**src/rtl/soc_mem_cfg.svh**
```systemverilog
`ifndef SOC_MEM_CFG_SVH
`define SOC_MEM_CFG_SVH

////////////////////////////////////////////////////////////////////////////
// Bus widths
////////////////////////////////////////////////////////////////////////////

// Byte address
`define SOC_ADDR_W      32
// One data word
`define SOC_DATA_W      32
// One enable per byte lane
`define SOC_BE_W        4

////////////////////////////////////////////////////////////////////////////
// Address map
////////////////////////////////////////////////////////////////////////////

// Instruction SRAM, 8 KB
`define SOC_INST_BASE   32'h0000_0000
`define SOC_INST_WORDS  2048

// Data SRAM, 8 KB
`define SOC_DATA_BASE   32'h0001_0000
`define SOC_DATA_WORDS  2048

`endif
```
**src/rtl/soc_mem_pkg.sv**
```systemverilog
`include "soc_mem_cfg.svh"

package soc_mem_pkg;

    ////////////////////////////////////////////////////////////////////////////
    // Bus types
    ////////////////////////////////////////////////////////////////////////////

    // Byte address as issued by the core
    typedef logic [`SOC_ADDR_W-1:0] addr_t;

    // Data word on both ports
    typedef logic [`SOC_DATA_W-1:0] word_t;

    // Byte lane enables
    typedef logic [`SOC_BE_W-1:0]   be_t;

    ////////////////////////////////////////////////////////////////////////////
    // Enums
    ////////////////////////////////////////////////////////////////////////////

    // Request buffer FSM
    typedef enum logic [1:0] {
        BUF_IDLE,
        BUF_ISSUE,
        BUF_WAIT
    } buf_state_e;

    // Address decode result
    typedef enum logic [1:0] {
        TGT_INST,
        TGT_DATA,
        TGT_NONE
    } target_e;

endpackage

```
**src/rtl/data_addr_decoder.sv**
```systemverilog
`timescale 1ns/1ps
`include "soc_mem_cfg.svh"

module data_addr_decoder import soc_mem_pkg::*; (
    input  logic  clk_i,
    input  logic  reset_i,
    // Buffer side
    input  logic  buf_req_i,
    input  logic  buf_we_i,
    input  be_t   buf_be_i,
    input  addr_t buf_addr_i,
    input  word_t buf_wdata_i,
    output logic  buf_gnt_o,
    // Instruction bank through the arbiter
    output logic  dsel_req_o,
    output logic  dsel_we_o,
    output be_t   dsel_be_o,
    output addr_t dsel_addr_o,
    output word_t dsel_wdata_o,
    input  logic  dsel_gnt_i,
    input  logic  dsel_rvalid_i,
    input  word_t dsel_rdata_i,
    // Data bank
    output logic  dmem_req_o,
    output logic  dmem_we_o,
    output be_t   dmem_be_o,
    output addr_t dmem_addr_o,
    output word_t dmem_wdata_o,
    input  logic  dmem_rvalid_i,
    input  word_t dmem_rdata_i,
    // Core response
    output logic  data_rvalid_o,
    output word_t data_rdata_o,
    output logic  data_err_o
);

    localparam addr_t INST_BYTES = addr_t'(`SOC_INST_WORDS * 4);
    localparam addr_t DATA_BYTES = addr_t'(`SOC_DATA_WORDS * 4);

    addr_t   inst_off;
    addr_t   data_off;
    target_e tgt;
    target_e resp_tgt_q;
    logic    err_q;

    ////////////////////////////////////////////////////////////////////////////
    // Address map
    ////////////////////////////////////////////////////////////////////////////

    // Offsets wrap below the base, so one compare per region
    assign inst_off = buf_addr_i - addr_t'(`SOC_INST_BASE);
    assign data_off = buf_addr_i - addr_t'(`SOC_DATA_BASE);

    always_comb begin
        if (inst_off < INST_BYTES)
            tgt = TGT_INST;
        else if (data_off < DATA_BYTES)
            tgt = TGT_DATA;
        else
            tgt = TGT_NONE;
    end

    // Request fan-out, banks see region offsets
    assign dsel_req_o   = buf_req_i & (tgt == TGT_INST);
    assign dsel_we_o    = buf_we_i;
    assign dsel_be_o    = buf_be_i;
    assign dsel_addr_o  = inst_off;
    assign dsel_wdata_o = buf_wdata_i;

    assign dmem_req_o   = buf_req_i & (tgt == TGT_DATA);
    assign dmem_we_o    = buf_we_i;
    assign dmem_be_o    = buf_be_i;
    assign dmem_addr_o  = data_off;
    assign dmem_wdata_o = buf_wdata_i;

    // Data bank and error path never stall
    assign buf_gnt_o = (tgt == TGT_INST) ? dsel_gnt_i : 1'b1;

    ////////////////////////////////////////////////////////////////////////////
    // Response steering
    ////////////////////////////////////////////////////////////////////////////

    always_ff @(posedge clk_i, posedge reset_i) begin
        if (reset_i) begin
            resp_tgt_q <= TGT_NONE;
            err_q      <= 1'b0;
        end else begin
            err_q <= buf_req_i & buf_gnt_o & (tgt == TGT_NONE);
            if (buf_req_i & buf_gnt_o)
                resp_tgt_q <= tgt;
        end
    end

    assign data_rvalid_o = dsel_rvalid_i | dmem_rvalid_i | err_q;
    assign data_err_o    = err_q;

    // Unmapped reads return zero
    always_comb begin
        case (resp_tgt_q)
            TGT_INST: data_rdata_o = dsel_rdata_i;
            TGT_DATA: data_rdata_o = dmem_rdata_i;
            default:  data_rdata_o = '0;
        endcase
    end

    // One response per cycle across arbiter, data bank and error path
    a_one_source: assert property (@(posedge clk_i) disable iff (reset_i)
        $onehot0({dsel_rvalid_i, dmem_rvalid_i, err_q}));

    // Arbiter response only for a request routed there
    a_dsel_owner: assert property (@(posedge clk_i) disable iff (reset_i)
        dsel_rvalid_i |-> (resp_tgt_q == TGT_INST));

endmodule

```
**config.mk**
```make
export PLATFORM = sky130hd
export DESIGN_NAME = data_addr_decoder
export DESIGN_NICKNAME = d
export VERILOG_FILES = /design/src/rtl/soc_mem_pkg.sv /design/src/rtl/data_addr_decoder.sv
export VERILOG_INCLUDE_DIRS = /design/src /design/src/rtl
export SDC_FILE = /design/constraint.sdc
export NUM_CORES = 1
export LEC_CHECK = 0
export ABC_AREA = 1
export BUFFER_PORTS_ARGS = -buffer_cell sky130_fd_sc_hd__buf_2
export CAP_MARGIN = 20
export CORE_AREA = 4 4 118 120
export DETAILED_ROUTE_END_ITERATION = 8
export DIE_AREA = 0 0 122 124
export SYNTH_ARGS = -nofsm -noshare
export SYNTH_HDL_FRONTEND = slang
export SYNTH_SLANG_ARGS = --single-unit
```
**constraint.sdc**
```tcl
create_clock -name clk_i -period 3.85 [get_ports clk_i]
set_clock_uncertainty 0.05 [all_clocks]
set_input_delay 0.385 -clock clk_i [delete_from_list [all_inputs] [get_ports clk_i]]
set_output_delay 0.385 -clock clk_i [all_outputs]
set_load 0.01 [all_outputs]
```
==> flow_metrics.env, run 1 <==
export IMPL_endpoint_kind="primary output"
export IMPL_syn_nets=502
export IMPL_io_buffers=163
export IMPL_clockRootBuffer="clkbuf_16"
export IMPL_layout_core_utilization_pct=17.7
export IMPL_grt_setup_unrepaired="false"
export IMPL_initial_core_utilization_pct=16.3
export IMPL_ios=314
export IMPL_place_congestion=0.887
export IMPL_max_buffers_root_to_sink=2
export IMPL_grt_first_pass_wirelength_microns=9720
export IMPL_die_height_microns=124
export IMPL_netlist_instances=361
export IMPL_critical_path_cell_list="buf_2, inv_1, ha_1, nand2_1, o21ai_0, nand2_1, nor2_2, nand2_1, nor2_2, nand3_1, inv_1, buf_2"
export IMPL_totalNegativeSetupSlack_ns=0
export IMPL_antenna_diode_count=0
export IMPL_detail_route_first_pass_iterations=5
export IMPL_groute_usage_overall_pct=8.20
export IMPL_critPathSlowestCell="ha_1"
export IMPL_fraction_of_final_layout_cells_sized_beyond_drive_strength_1_pct=48.5
export IMPL_minimum_clock_period_after_layout_ns=2.37
export IMPL_grt_ovfl_total=0
export IMPL_worstPathArrival_ns=1.94
export IMPL_hold_violations=0
export IMPL_postRouteAntennaNets=0
export IMPL_achievable_frequency_ghz=0.422
export IMPL_cts_htree_levels=1
export IMPL_worst_pin_slew_ns=0.913
export IMPL_power_leakage_nw=1.35
export IMPL_worst_path_largest_cell_delay_ns=0.28
export IMPL_postRouteWirelength_microns=7050
export IMPL_setup_viol_count_final=0
export IMPL_clock_insertion_delay_worst_skew_ns=0.22
export IMPL_grt_antenna_before_repair=0
export IMPL_synth_seq_cells=3
export IMPL_grt_start_max_net_pins=35
export IMPL_drtIter0Drc=46
export IMPL_clkTransAtPathRegs_ns=0.03
export IMPL_num_rows=42
export IMPL_yosysSeqAreaShare_pct=3.60
export IMPL_dp_hpwl_microns=6010
export IMPL_required_ns=3.41
export IMPL_fin_crit_sh_pct=61.6
export IMPL_fin_nets=540
export IMPL_routed_length_per_placed_instance_microns=12.3
export IMPL_cp_common_cell="nand2_1"
export IMPL_max_cap_violations=0
export IMPL_mostFrequentLayoutCell="buf_2"
export IMPL_fp_dieW_microns=122
export IMPL_final_cell_mix="163 x buf_2, 56 x inv_1, 45 x nand2_1"
export IMPL_design_die_area_sq_um=15100
export IMPL_post_place_cells=569
export IMPL_min_delay_path_class="reg2reg"
export IMPL_synthesis_area_per_instance_sq_um=5.87
export IMPL_worst_path_max_fanout=5
export IMPL_cts_tree="yes"
export IMPL_stdcell_count=574
export IMPL_area_of_the_core_region_sq_um=13000
export IMPL_first_global_vias=1978
export IMPL_cts_sink_count=3
export IMPL_power_density_nw_per_um2=166
export IMPL_yosysWarningCount=0
export IMPL_outcome="finished clean"
export IMPL_netlist_area_sq_um=2120
export IMPL_vias=2197
export IMPL_setup_worst_path_class="in2out"
export IMPL_startpoint_type="input port"
export IMPL_cts_repair_resize_count=0
export IMPL_maxSlewHeadroom_pct=39.1
export IMPL_avgViaCountPerCell=3.83
export IMPL_final_max_slew_viol_count=0
export IMPL_holdWs_ns=0.419
export IMPL_peak_supply_drop_mv=0.0973
export IMPL_drc_errors=0
export IMPL_yosys_cell_types_count=24
export IMPL_layout_area_overhead_vs_synth_pct=8.27
export IMPL_cts_buffers=3
cell families (layout without fill, tap and decap cells):
group / Yosys count / in the layout / synth area share (%)
fa+ha+maj: 2 / 2 / 1.18
compound gates: 35 / 35 / 8.27
flops: 3 / 3 / 3.60
buf+inv: 188 / 225 / 55.1
simple gates: 130 / 130 / 30.6
xor+xnor: 3 / 3 / 1.24
state kept, by name (all words and copies together), names as in the netlist:
signal / flops
resp_tgt_q: 2
data_err_o: 1
critical path: cells and delay by family:
family                     cells  cell delay [ns]
adders and majority gates      1             0.28
and+or+nand+nor                6             0.65
AOI/OAI and AO/OA              1             0.18
buffers and inverters          4             0.43
Yosys cell counts:
library cell / number / share of area, %
buf_4: 123 / 44
inv_1: 56 / 9.9
nand2_1: 45 / 8.0
nand3_1: 42 / 9.9
o21ai_0: 33 / 7.8
nor2_1: 13 / 2.3
nor2_2: 12 / 3.5
clkbuf_1: 9 / 1.6
nand2_2: 5 / 1.5
nor2_4: 3 / 1.6
xor2_1: 3 / 1.2
dfrtp_1: 2 / 2.4
ha_1: 2 / 1.2
nand4_1: 2 / 0.59
o21ai_1: 2 / 0.47
and2_1: 1 / 0.30
dfstp_2: 1 / 1.2
nand3_2: 1 / 0.47
nand4_2: 1 / 0.59
nor3_2: 1 / 0.47
nor3b_1: 1 / 0.35
or2_2: 1 / 0.30
or2_4: 1 / 0.41
or3_1: 1 / 0.30
layer usage:
layer / routed length [microns] / track usage (%)
met1: 2250 / 7.65
met2: 2970 / 13.4
met3: 1710 / 6.68
met4: 124 / 3.08
met5: 0 / 0
report_power, final:
group | switching, mW | internal, mW | total, mW
clock | 0.0276 | 0.137 | 0.164
sequential | 0.000848 | 0.0336 | 0.0344
combinational | 0.105 | 0.0774 | 0.183
total | 0.134 | 0.248 | 0.381
final timing paths:
kind,cells after the start,startpoint,end,slack [ns]
max reg2reg,3,resp_tgt_q[0],resp_tgt_q[0],2.94
max in group asynchronous,3,reset_i,resp_tgt_q[1],2.98
min in group asynchronous,3,reset_i,resp_tgt_q[0],0.56
min,2,resp_tgt_q[1],resp_tgt_q[1],0.42
max,12,buf_addr_i[16],dmem_req_o,1.48
min reg2reg,2,resp_tgt_q[1],resp_tgt_q[1],0.42
cell type report:
class	instances	area [sq um]
Fill cell	1525	10700
Sequential cell	3	76.3
Multi-Input combinational cell	170	875
Inverter	56	210
Clock buffer	4	78.8
Tap cell	176	220
Timing Repair Buffer	165	833
metrics by stage:
step	area, sq um	setup WS (ns)	total power, mW
floorplan	2120	1.80	0.237
global placement	2200	1.49	0.219
detailed placement	2200	1.46	0.219
CTS	2290	1.45	0.387
global route	2290	1.22	0.410
finish	2290	1.48	0.381
what timing repair did:
action,in CTS,in global routing
hold endpoints to repair,2,0
setup buffers,0,0
hold buffers,1,0
Note: power is estimated with default switching activity, not from simulation.
==> inputs of run 2 (changes only) <==
--- a/config.mk
+++ b/config.mk
@@ -6,12 +6,12 @@
 export SDC_FILE = /design/constraint.sdc
 export NUM_CORES = 1
 export LEC_CHECK = 0
-export ABC_AREA = 1
+export ABC_AREA = 0
 export BUFFER_PORTS_ARGS = -buffer_cell sky130_fd_sc_hd__buf_2
 export CAP_MARGIN = 20
-export CORE_AREA = 4 4 118 120
+export CORE_AREA = 4 4 121 123
 export DETAILED_ROUTE_END_ITERATION = 8
-export DIE_AREA = 0 0 122 124
+export DIE_AREA = 0 0 125 127
 export SYNTH_ARGS = -nofsm -noshare
 export SYNTH_HDL_FRONTEND = slang
 export SYNTH_SLANG_ARGS = --single-unit
==> constraint.sdc (replaced) <==
create_clock -name clk_i -period 2.35 [get_ports clk_i]
set_clock_uncertainty 0.05 [all_clocks]
set_input_delay 0.235 -clock clk_i [delete_from_list [all_inputs] [get_ports clk_i]]
set_output_delay 0.235 -clock clk_i [all_outputs]
set_load 0.01 [all_outputs]
==> run 2 against run 1 <==
First-iteration DRC count shrank 4.3%. Highest routed layer unchanged. Design area decreased by 4.3%. The flow now finishes with violations (setup timing). Utilization down 1.6 points. Largest cell class is now non-clock buffers. Largest power group unchanged. Cell count is 14% lower.
==> flow_metrics.env, run 2 <==
export IMPL_grt_start_max_net_pins=26
export IMPL_postRouteWirelength_microns=6310
export IMPL_critPathSlowestCell="or4_4"
export IMPL_worst_path_largest_cell_delay_ns=0.51
export IMPL_groute_usage_overall_pct=7.26
export IMPL_clockRootBuffer="clkbuf_16"
export IMPL_die_height_microns=127
export IMPL_power_density_nw_per_um2=280
export IMPL_cts_buffers=3
export IMPL_mostFrequentLayoutCell="buf_2"
export IMPL_peak_supply_drop_mv=0.186
export IMPL_critical_path_cell_list="buf_6, inv_2, ha_1, or4b_1, or4_4, or4_4, nor2_4, buf_6"
export IMPL_netlist_instances=259
export IMPL_top_register="resp_tgt_q"
export IMPL_cts_htree_levels=1
export IMPL_cts_sink_count=3
export IMPL_drtIter0Drc=44
export IMPL_design_power_total_mw=0.614
export IMPL_ios=314
export IMPL_required_ns=2.07
export IMPL_postSynth_topFlopCell="dfrtp_1"
export IMPL_clock_insertion_delay_worst_skew_ns=0.22
export IMPL_place_congestion=0.694
export IMPL_fp_dieW_microns=125
export IMPL_dp_hpwl_microns=5500
export IMPL_antenna_diode_count=0
export IMPL_syn_nets=400
export IMPL_routed_length_per_placed_instance_microns=12.8
export IMPL_clkTransAtPathRegs_ns=0.03
export IMPL_detail_route_first_pass_iterations=4
export IMPL_max_cap_violations=0
export IMPL_setup_viol_count_final=1
export IMPL_yosys_cell_types_count=26
export IMPL_setup_worst_path_class="in2out"
export IMPL_fin_crit_sh_pct=100
export IMPL_maxSlewHeadroom_pct=72.4
export IMPL_grt_first_pass_wirelength_microns=9150
export IMPL_final_cell_mix="161 x buf_2, 39 x nor2_1, 32 x mux2i_1"
export IMPL_avgViaCountPerCell=3.54
export IMPL_vias=1745
export IMPL_endpoint_kind="primary output"
export IMPL_max_buffers_root_to_sink=2
export IMPL_worst_path_max_fanout=3
export IMPL_holdWs_ns=0.300
export IMPL_synthesis_area_per_instance_sq_um=7.15
export IMPL_setup_slack_ns=-0.00289
export IMPL_synthTopCellsByArea="buf_4 49%, mux2i_1 17%, nor2_1 8.1%"
export IMPL_synth_largest_type_area_fraction_pct=49.4
export IMPL_failed_checks="setup timing"
export IMPL_worstPathArrival_ns=2.07
export IMPL_io_buffers=163
export IMPL_netlist_area_sq_um=1850
export IMPL_area_of_the_core_region_sq_um=13700
export IMPL_synth_async_reset_ratio_pct=100
export IMPL_grt_setup_unrepaired="true"
export IMPL_drc_errors=0
export IMPL_fin_nets=455
export IMPL_layout_area_overhead_vs_synth_pct=18.4
export IMPL_synth_seq_cells=3
export IMPL_synth_edff_count=0
export IMPL_first_global_vias=1677
export IMPL_yosysMostFrequentCell="buf_4"
export IMPL_totalNegativeSetupSlack_ns=-0.00289
export IMPL_achievable_frequency_ghz=0.425
export IMPL_hold_violations=0
export IMPL_synthDominantAreaCellType="buf_4"
export IMPL_grt_ovfl_total=0
export IMPL_postCtsSetupRepairBufs=0
export IMPL_power_leakage_nw=1.08
export IMPL_initial_core_utilization_pct=13.6
export IMPL_grt_antenna_before_repair=0
export IMPL_layout_filler_cells=1576
export IMPL_ys_top_cells_by_count="122 x buf_4, 40 x nor2_1, 32 x mux2i_1, 8 x clkbuf_1, 8 x nand2_1"
export IMPL_worst_pin_slew_ns=0.414
export IMPL_yosysSeqAreaShare_pct=4.12
export IMPL_yosysWarningCount=0
export IMPL_final_max_slew_viol_count=0
export IMPL_number_of_flip_flops_under_the_largest_register_name=2
export IMPL_layout_core_utilization_pct=16.1
export IMPL_startpoint_type="input port"
export IMPL_cts_tree="yes"
export IMPL_postRouteAntennaNets=0
export IMPL_minimum_clock_period_after_layout_ns=2.35
export IMPL_num_rows=43
export IMPL_min_delay_path_class="in2reg"
export IMPL_design_die_area_sq_um=15900
export IMPL_fraction_of_final_layout_cells_sized_beyond_drive_strength_1_pct=60.4
export IMPL_outcome="finished with violations"
run 2: changes by cell type in the layout (fill, tap and decap cells not counted), moves of 3 or more:
cell / before / now
buf_4: 1 / 15
nand3b_1: 0 / 3
nor3_1: 0 / 4
nor4_1: 0 / 4
nor2_1: 13 / 39
nor2_2: 12 / 0
o21ai_0: 33 / 2
xnor2_1: 0 / 7
nand2_2: 5 / 0
nand3_1: 42 / 1
mux2i_1: 0 / 32
inv_1: 56 / 4
nand2_1: 45 / 8
run 2: power by group:
part | internal [mW] | leakage [nW] | total (mW) | switching [mW]
sequential | 0.0552 | 0.0345 | 0.0637 | 0.00849
clock | 0.224 | 0.0382 | 0.269 | 0.0456
combinational | 0.143 | 1.01 | 0.281 | 0.138
total | 0.422 | 1.08 | 0.614 | 0.192
run 2: final timing paths:
check | endpoint | slack (ns) | depth (start not counted) | from
min | resp_tgt_q[1] | 0.30 | 4 | buf_req_i
min in group asynchronous | data_err_o | 0.39 | 3 | reset_i
max | dmem_req_o | -0.003 | 8 | buf_addr_i[17]
max reg2reg | resp_tgt_q[1] | 1.00 | 3 | resp_tgt_q[1]
min reg2reg | resp_tgt_q[1] | 0.84 | 3 | resp_tgt_q[1]
max in group asynchronous | resp_tgt_q[1] | 1.65 | 3 | reset_i
run 2: area by class of cell:
type / count / area [sq um] / area share [%]
repair buffers: 180 / 971 / 44.2
multi-input cells: 121 / 823 / 37.5
well taps: 180 / 225 / 10.3
clock buffers: 4 / 78.8 / 3.59
flip-flops and latches: 3 / 77.6 / 3.53
inverters: 5 / 18.8 / 0.855
run 2: stage by stage:
stage / instance area (sq um) / cells / worst slack (ns)
floorplan: 1850 / 259 / 0.138
global placement: 2080 / 488 / -0.0651
detailed placement: 2080 / 488 / -0.0856
CTS: 2180 / 493 / -0.0212
global route: 2190 / 493 / -0.0680
finish: 2190 / 493 / -0.00289
run 2: kinds of logic after synthesis:
group,synth area share (%)
mux,17.3
xor+xnor,5.67
fa+ha+maj,1.35
flops,4.12
simple gates,16.9
buf+inv,52.1
compound gates,2.57
run 2: critical path, delay by kind of cell:
| family | cells | cell delay, ns |
|---|---|---|
| simple gates | 4 | 1.46 |
| buf+inv | 3 | 0.25 |
| fa+ha+maj | 1 | 0.12 |
run 2: per-layer routing:
layer | vias up | routed length [microns] | GRT usage, %
met4 | 0 | 120 | 2.68
li1 | 825 | - | -
met5 | - | 0 | 0
met3 | 11 | 1270 | 5.73
met1 | 724 | 2200 | 7.81
met2 | 185 | 2720 | 10.8
run 2: timing repair:
action | CTS | global route
setup endpoints to repair | 1 | 1
endpoints found under the hold margin | 2 | 0
gates resized for setup | 4 | 2
hold buffers | 1 | 0
==> inputs of run 3 (changes only) <==
--- a/config.mk
+++ b/config.mk
@@ -10,8 +10,10 @@
 export BUFFER_PORTS_ARGS = -buffer_cell sky130_fd_sc_hd__buf_2
 export CAP_MARGIN = 20
 export CORE_AREA = 4 4 121 123
+export CTS_BUF_LIST = sky130_fd_sc_hd__clkbuf_16
 export DETAILED_ROUTE_END_ITERATION = 8
 export DIE_AREA = 0 0 125 127
+export PLACE_DENSITY_LB_ADDON = 0.1
 export SYNTH_ARGS = -nofsm -noshare
 export SYNTH_HDL_FRONTEND = slang
 export SYNTH_SLANG_ARGS = --single-unit
==> run 3 against run 2 <==
The flow still finishes with violations (setup timing). First-iteration DRC count is 75% lower. Count of clock-buffer cells in the layout is 1 lower. Fmax is 2.3% lower. Non-clock buffer count is 2 higher. Critical endpoint unchanged. Largest cell class unchanged. Highest routed layer unchanged.
==> flow_metrics.env, run 3 (synthesis gave the netlist of run 2 again) <==
export IMPL_grt_antenna_before_repair=0
export IMPL_power_density_nw_per_um2=276
export IMPL_drtIter0Drc=11
export IMPL_endpoint_kind="primary output"
export IMPL_design_power_total_mw=0.605
export IMPL_mostFrequentLayoutCell="buf_2"
export IMPL_cts_htree_levels=1
export IMPL_clkTransAtPathRegs_ns=0.03
export IMPL_max_cap_violations=0
export IMPL_failed_checks="setup timing"
export IMPL_outcome="finished with violations"
export IMPL_worst_pin_slew_ns=0.666
export IMPL_startpoint_type="input port"
export IMPL_hold_violations=0
export IMPL_first_global_vias=1811
export IMPL_num_rows=43
export IMPL_top_register="resp_tgt_q"
export IMPL_setup_slack_ns=-0.0580
export IMPL_achievable_frequency_ghz=0.415
export IMPL_grt_ovfl_total=0
export IMPL_power_leakage_nw=1.09
export IMPL_routed_length_per_placed_instance_microns=11.7
export IMPL_fin_crit_sh_pct=102
export IMPL_avgViaCountPerCell=3.38
export IMPL_initial_core_utilization_pct=13.6
export IMPL_setup_viol_count_final=1
export IMPL_drc_errors=0
export IMPL_fp_dieW_microns=125
export IMPL_required_ns=2.07
export IMPL_peak_supply_drop_mv=0.165
export IMPL_layout_area_overhead_vs_synth_pct=18.3
export IMPL_place_congestion=0.721
export IMPL_setup_worst_path_class="in2out"
export IMPL_worstPathArrival_ns=2.12
export IMPL_cts_tree="yes"
export IMPL_number_of_flip_flops_under_the_largest_register_name=2
export IMPL_antenna_diode_count=0
export IMPL_postRouteAntennaNets=0
export IMPL_cts_buffers=3
export IMPL_vias=1673
export IMPL_fin_nets=457
export IMPL_worst_r2r_path_depth=2
export IMPL_minimum_clock_period_after_layout_ns=2.41
export IMPL_ios=314
export IMPL_stdcell_count=495
export IMPL_final_max_slew_viol_count=0
export IMPL_cts_sink_count=3
export IMPL_dp_hpwl_microns=4920
export IMPL_r2r_setup_slack_ns=1.06
export IMPL_groute_usage_overall_pct=6.71
export IMPL_grt_start_max_net_pins=34
export IMPL_die_height_microns=127
export IMPL_clockRootBuffer="clkbuf_16"
export IMPL_worst_path_max_fanout=3
export IMPL_min_delay_path_class="in2reg"
export IMPL_final_cell_mix="163 x buf_2, 39 x nor2_1, 32 x mux2i_1"
export IMPL_maxSlewHeadroom_pct=55.6
export IMPL_max_buffers_root_to_sink=2
export IMPL_area_of_the_core_region_sq_um=13700
export IMPL_design_die_area_sq_um=15900
export IMPL_postRouteWirelength_microns=5780
export IMPL_grt_first_pass_wirelength_microns=9050
export IMPL_detail_route_first_pass_iterations=3
export IMPL_fraction_of_final_layout_cells_sized_beyond_drive_strength_1_pct=60.6
export IMPL_grt_setup_unrepaired="true"
export IMPL_whs_path_depth=4
export IMPL_io_buffers=163
export IMPL_clock_insertion_delay_worst_skew_ns=0.22
export IMPL_post_place_cells=490
-- run 3: changes by cell type in the layout (fill, tap and decap cells not counted) --
cell,previous run,this run
nor2_2,0,1
clkbuf_1,1,0
nor2_4,1,0
buf_2,161,163
inv_1,4,5
buf_6,2,0
buf_4,15,17
-- run 3: cell type report --
type | instances | area [sq um]
Multi-Input combinational cell | 121 | 818
Clock buffer | 3 | 75.1
Fill cell | 1599 | 11500
Clock inverter | 1 | 3.75
Sequential cell | 3 | 77.6
Tap cell | 180 | 225
Timing Repair Buffer | 182 | 973
Inverter | 5 | 18.8
-- run 3: worst paths after layout --
check | start | end
setup / recovery | buf_addr_i[17] | dmem_req_o
hold / removal | dsel_gnt_i | resp_tgt_q[1]
setup reg to reg | resp_tgt_q[1] | resp_tgt_q[1]
hold reg to reg | resp_tgt_q[0] | resp_tgt_q[0]
max in group asynchronous | reset_i | resp_tgt_q[1]
min in group asynchronous | reset_i | data_err_o
-- run 3: repair_timing --
item | 4_1_cts | 5_1_grt
hold endpoints to repair | 2 | 0
resized for setup | 3 | 0
setup buffers | 0 | 0
hold buffers | 1 | 0
gates cloned | 0 | 0
setup endpoints to repair | 1 | 1
-- run 3: where the power goes --
part	internal [mW]	switching, mW
Clock	0.219	0.0471
Sequential	0.0553	0.0131
Combinational	0.142	0.128
-- run 3: critical path, stage by stage --
cell and delay (ns):
buf_2 0.12, inv_2 0.05, ha_1 0.12, or4b_1 0.43
or4_4 0.43, or4_4 0.50, nor2_2 0.09, buf_2 0.14
-- run 3: stage by stage --
| stage | util [%] | setup TNS [ns] | worst slack [ns] | instance area [sq um] | hold WS, ns |
|---|---|---|---|---|---|
| global placement | 15.3 | -0.158 | -0.158 | 2100 | 0.0625 |
| CTS | 16.0 | -0.0877 | -0.0877 | 2190 | 0.322 |
| detailed placement | 15.3 | -0.141 | -0.141 | 2100 | 0.0575 |
| floorplan | - | 0 | 0.138 | 1850 | -0.0621 |
| finish | 16.0 | -0.0580 | -0.0580 | 2190 | 0.307 |
| global route | 16.0 | -0.157 | -0.157 | 2190 | 0.351 |
-- run 3: per-layer routing --
metal  track usage [%]  part of all wire, %  vias to the layer above
met5                 0                    0                        -
met4              2.74                  2.5                        0
met3              3.51                   15                       25
met2              11.2                   45                      144
met1              7.21                   37                      673
li1                  -                    -                      831
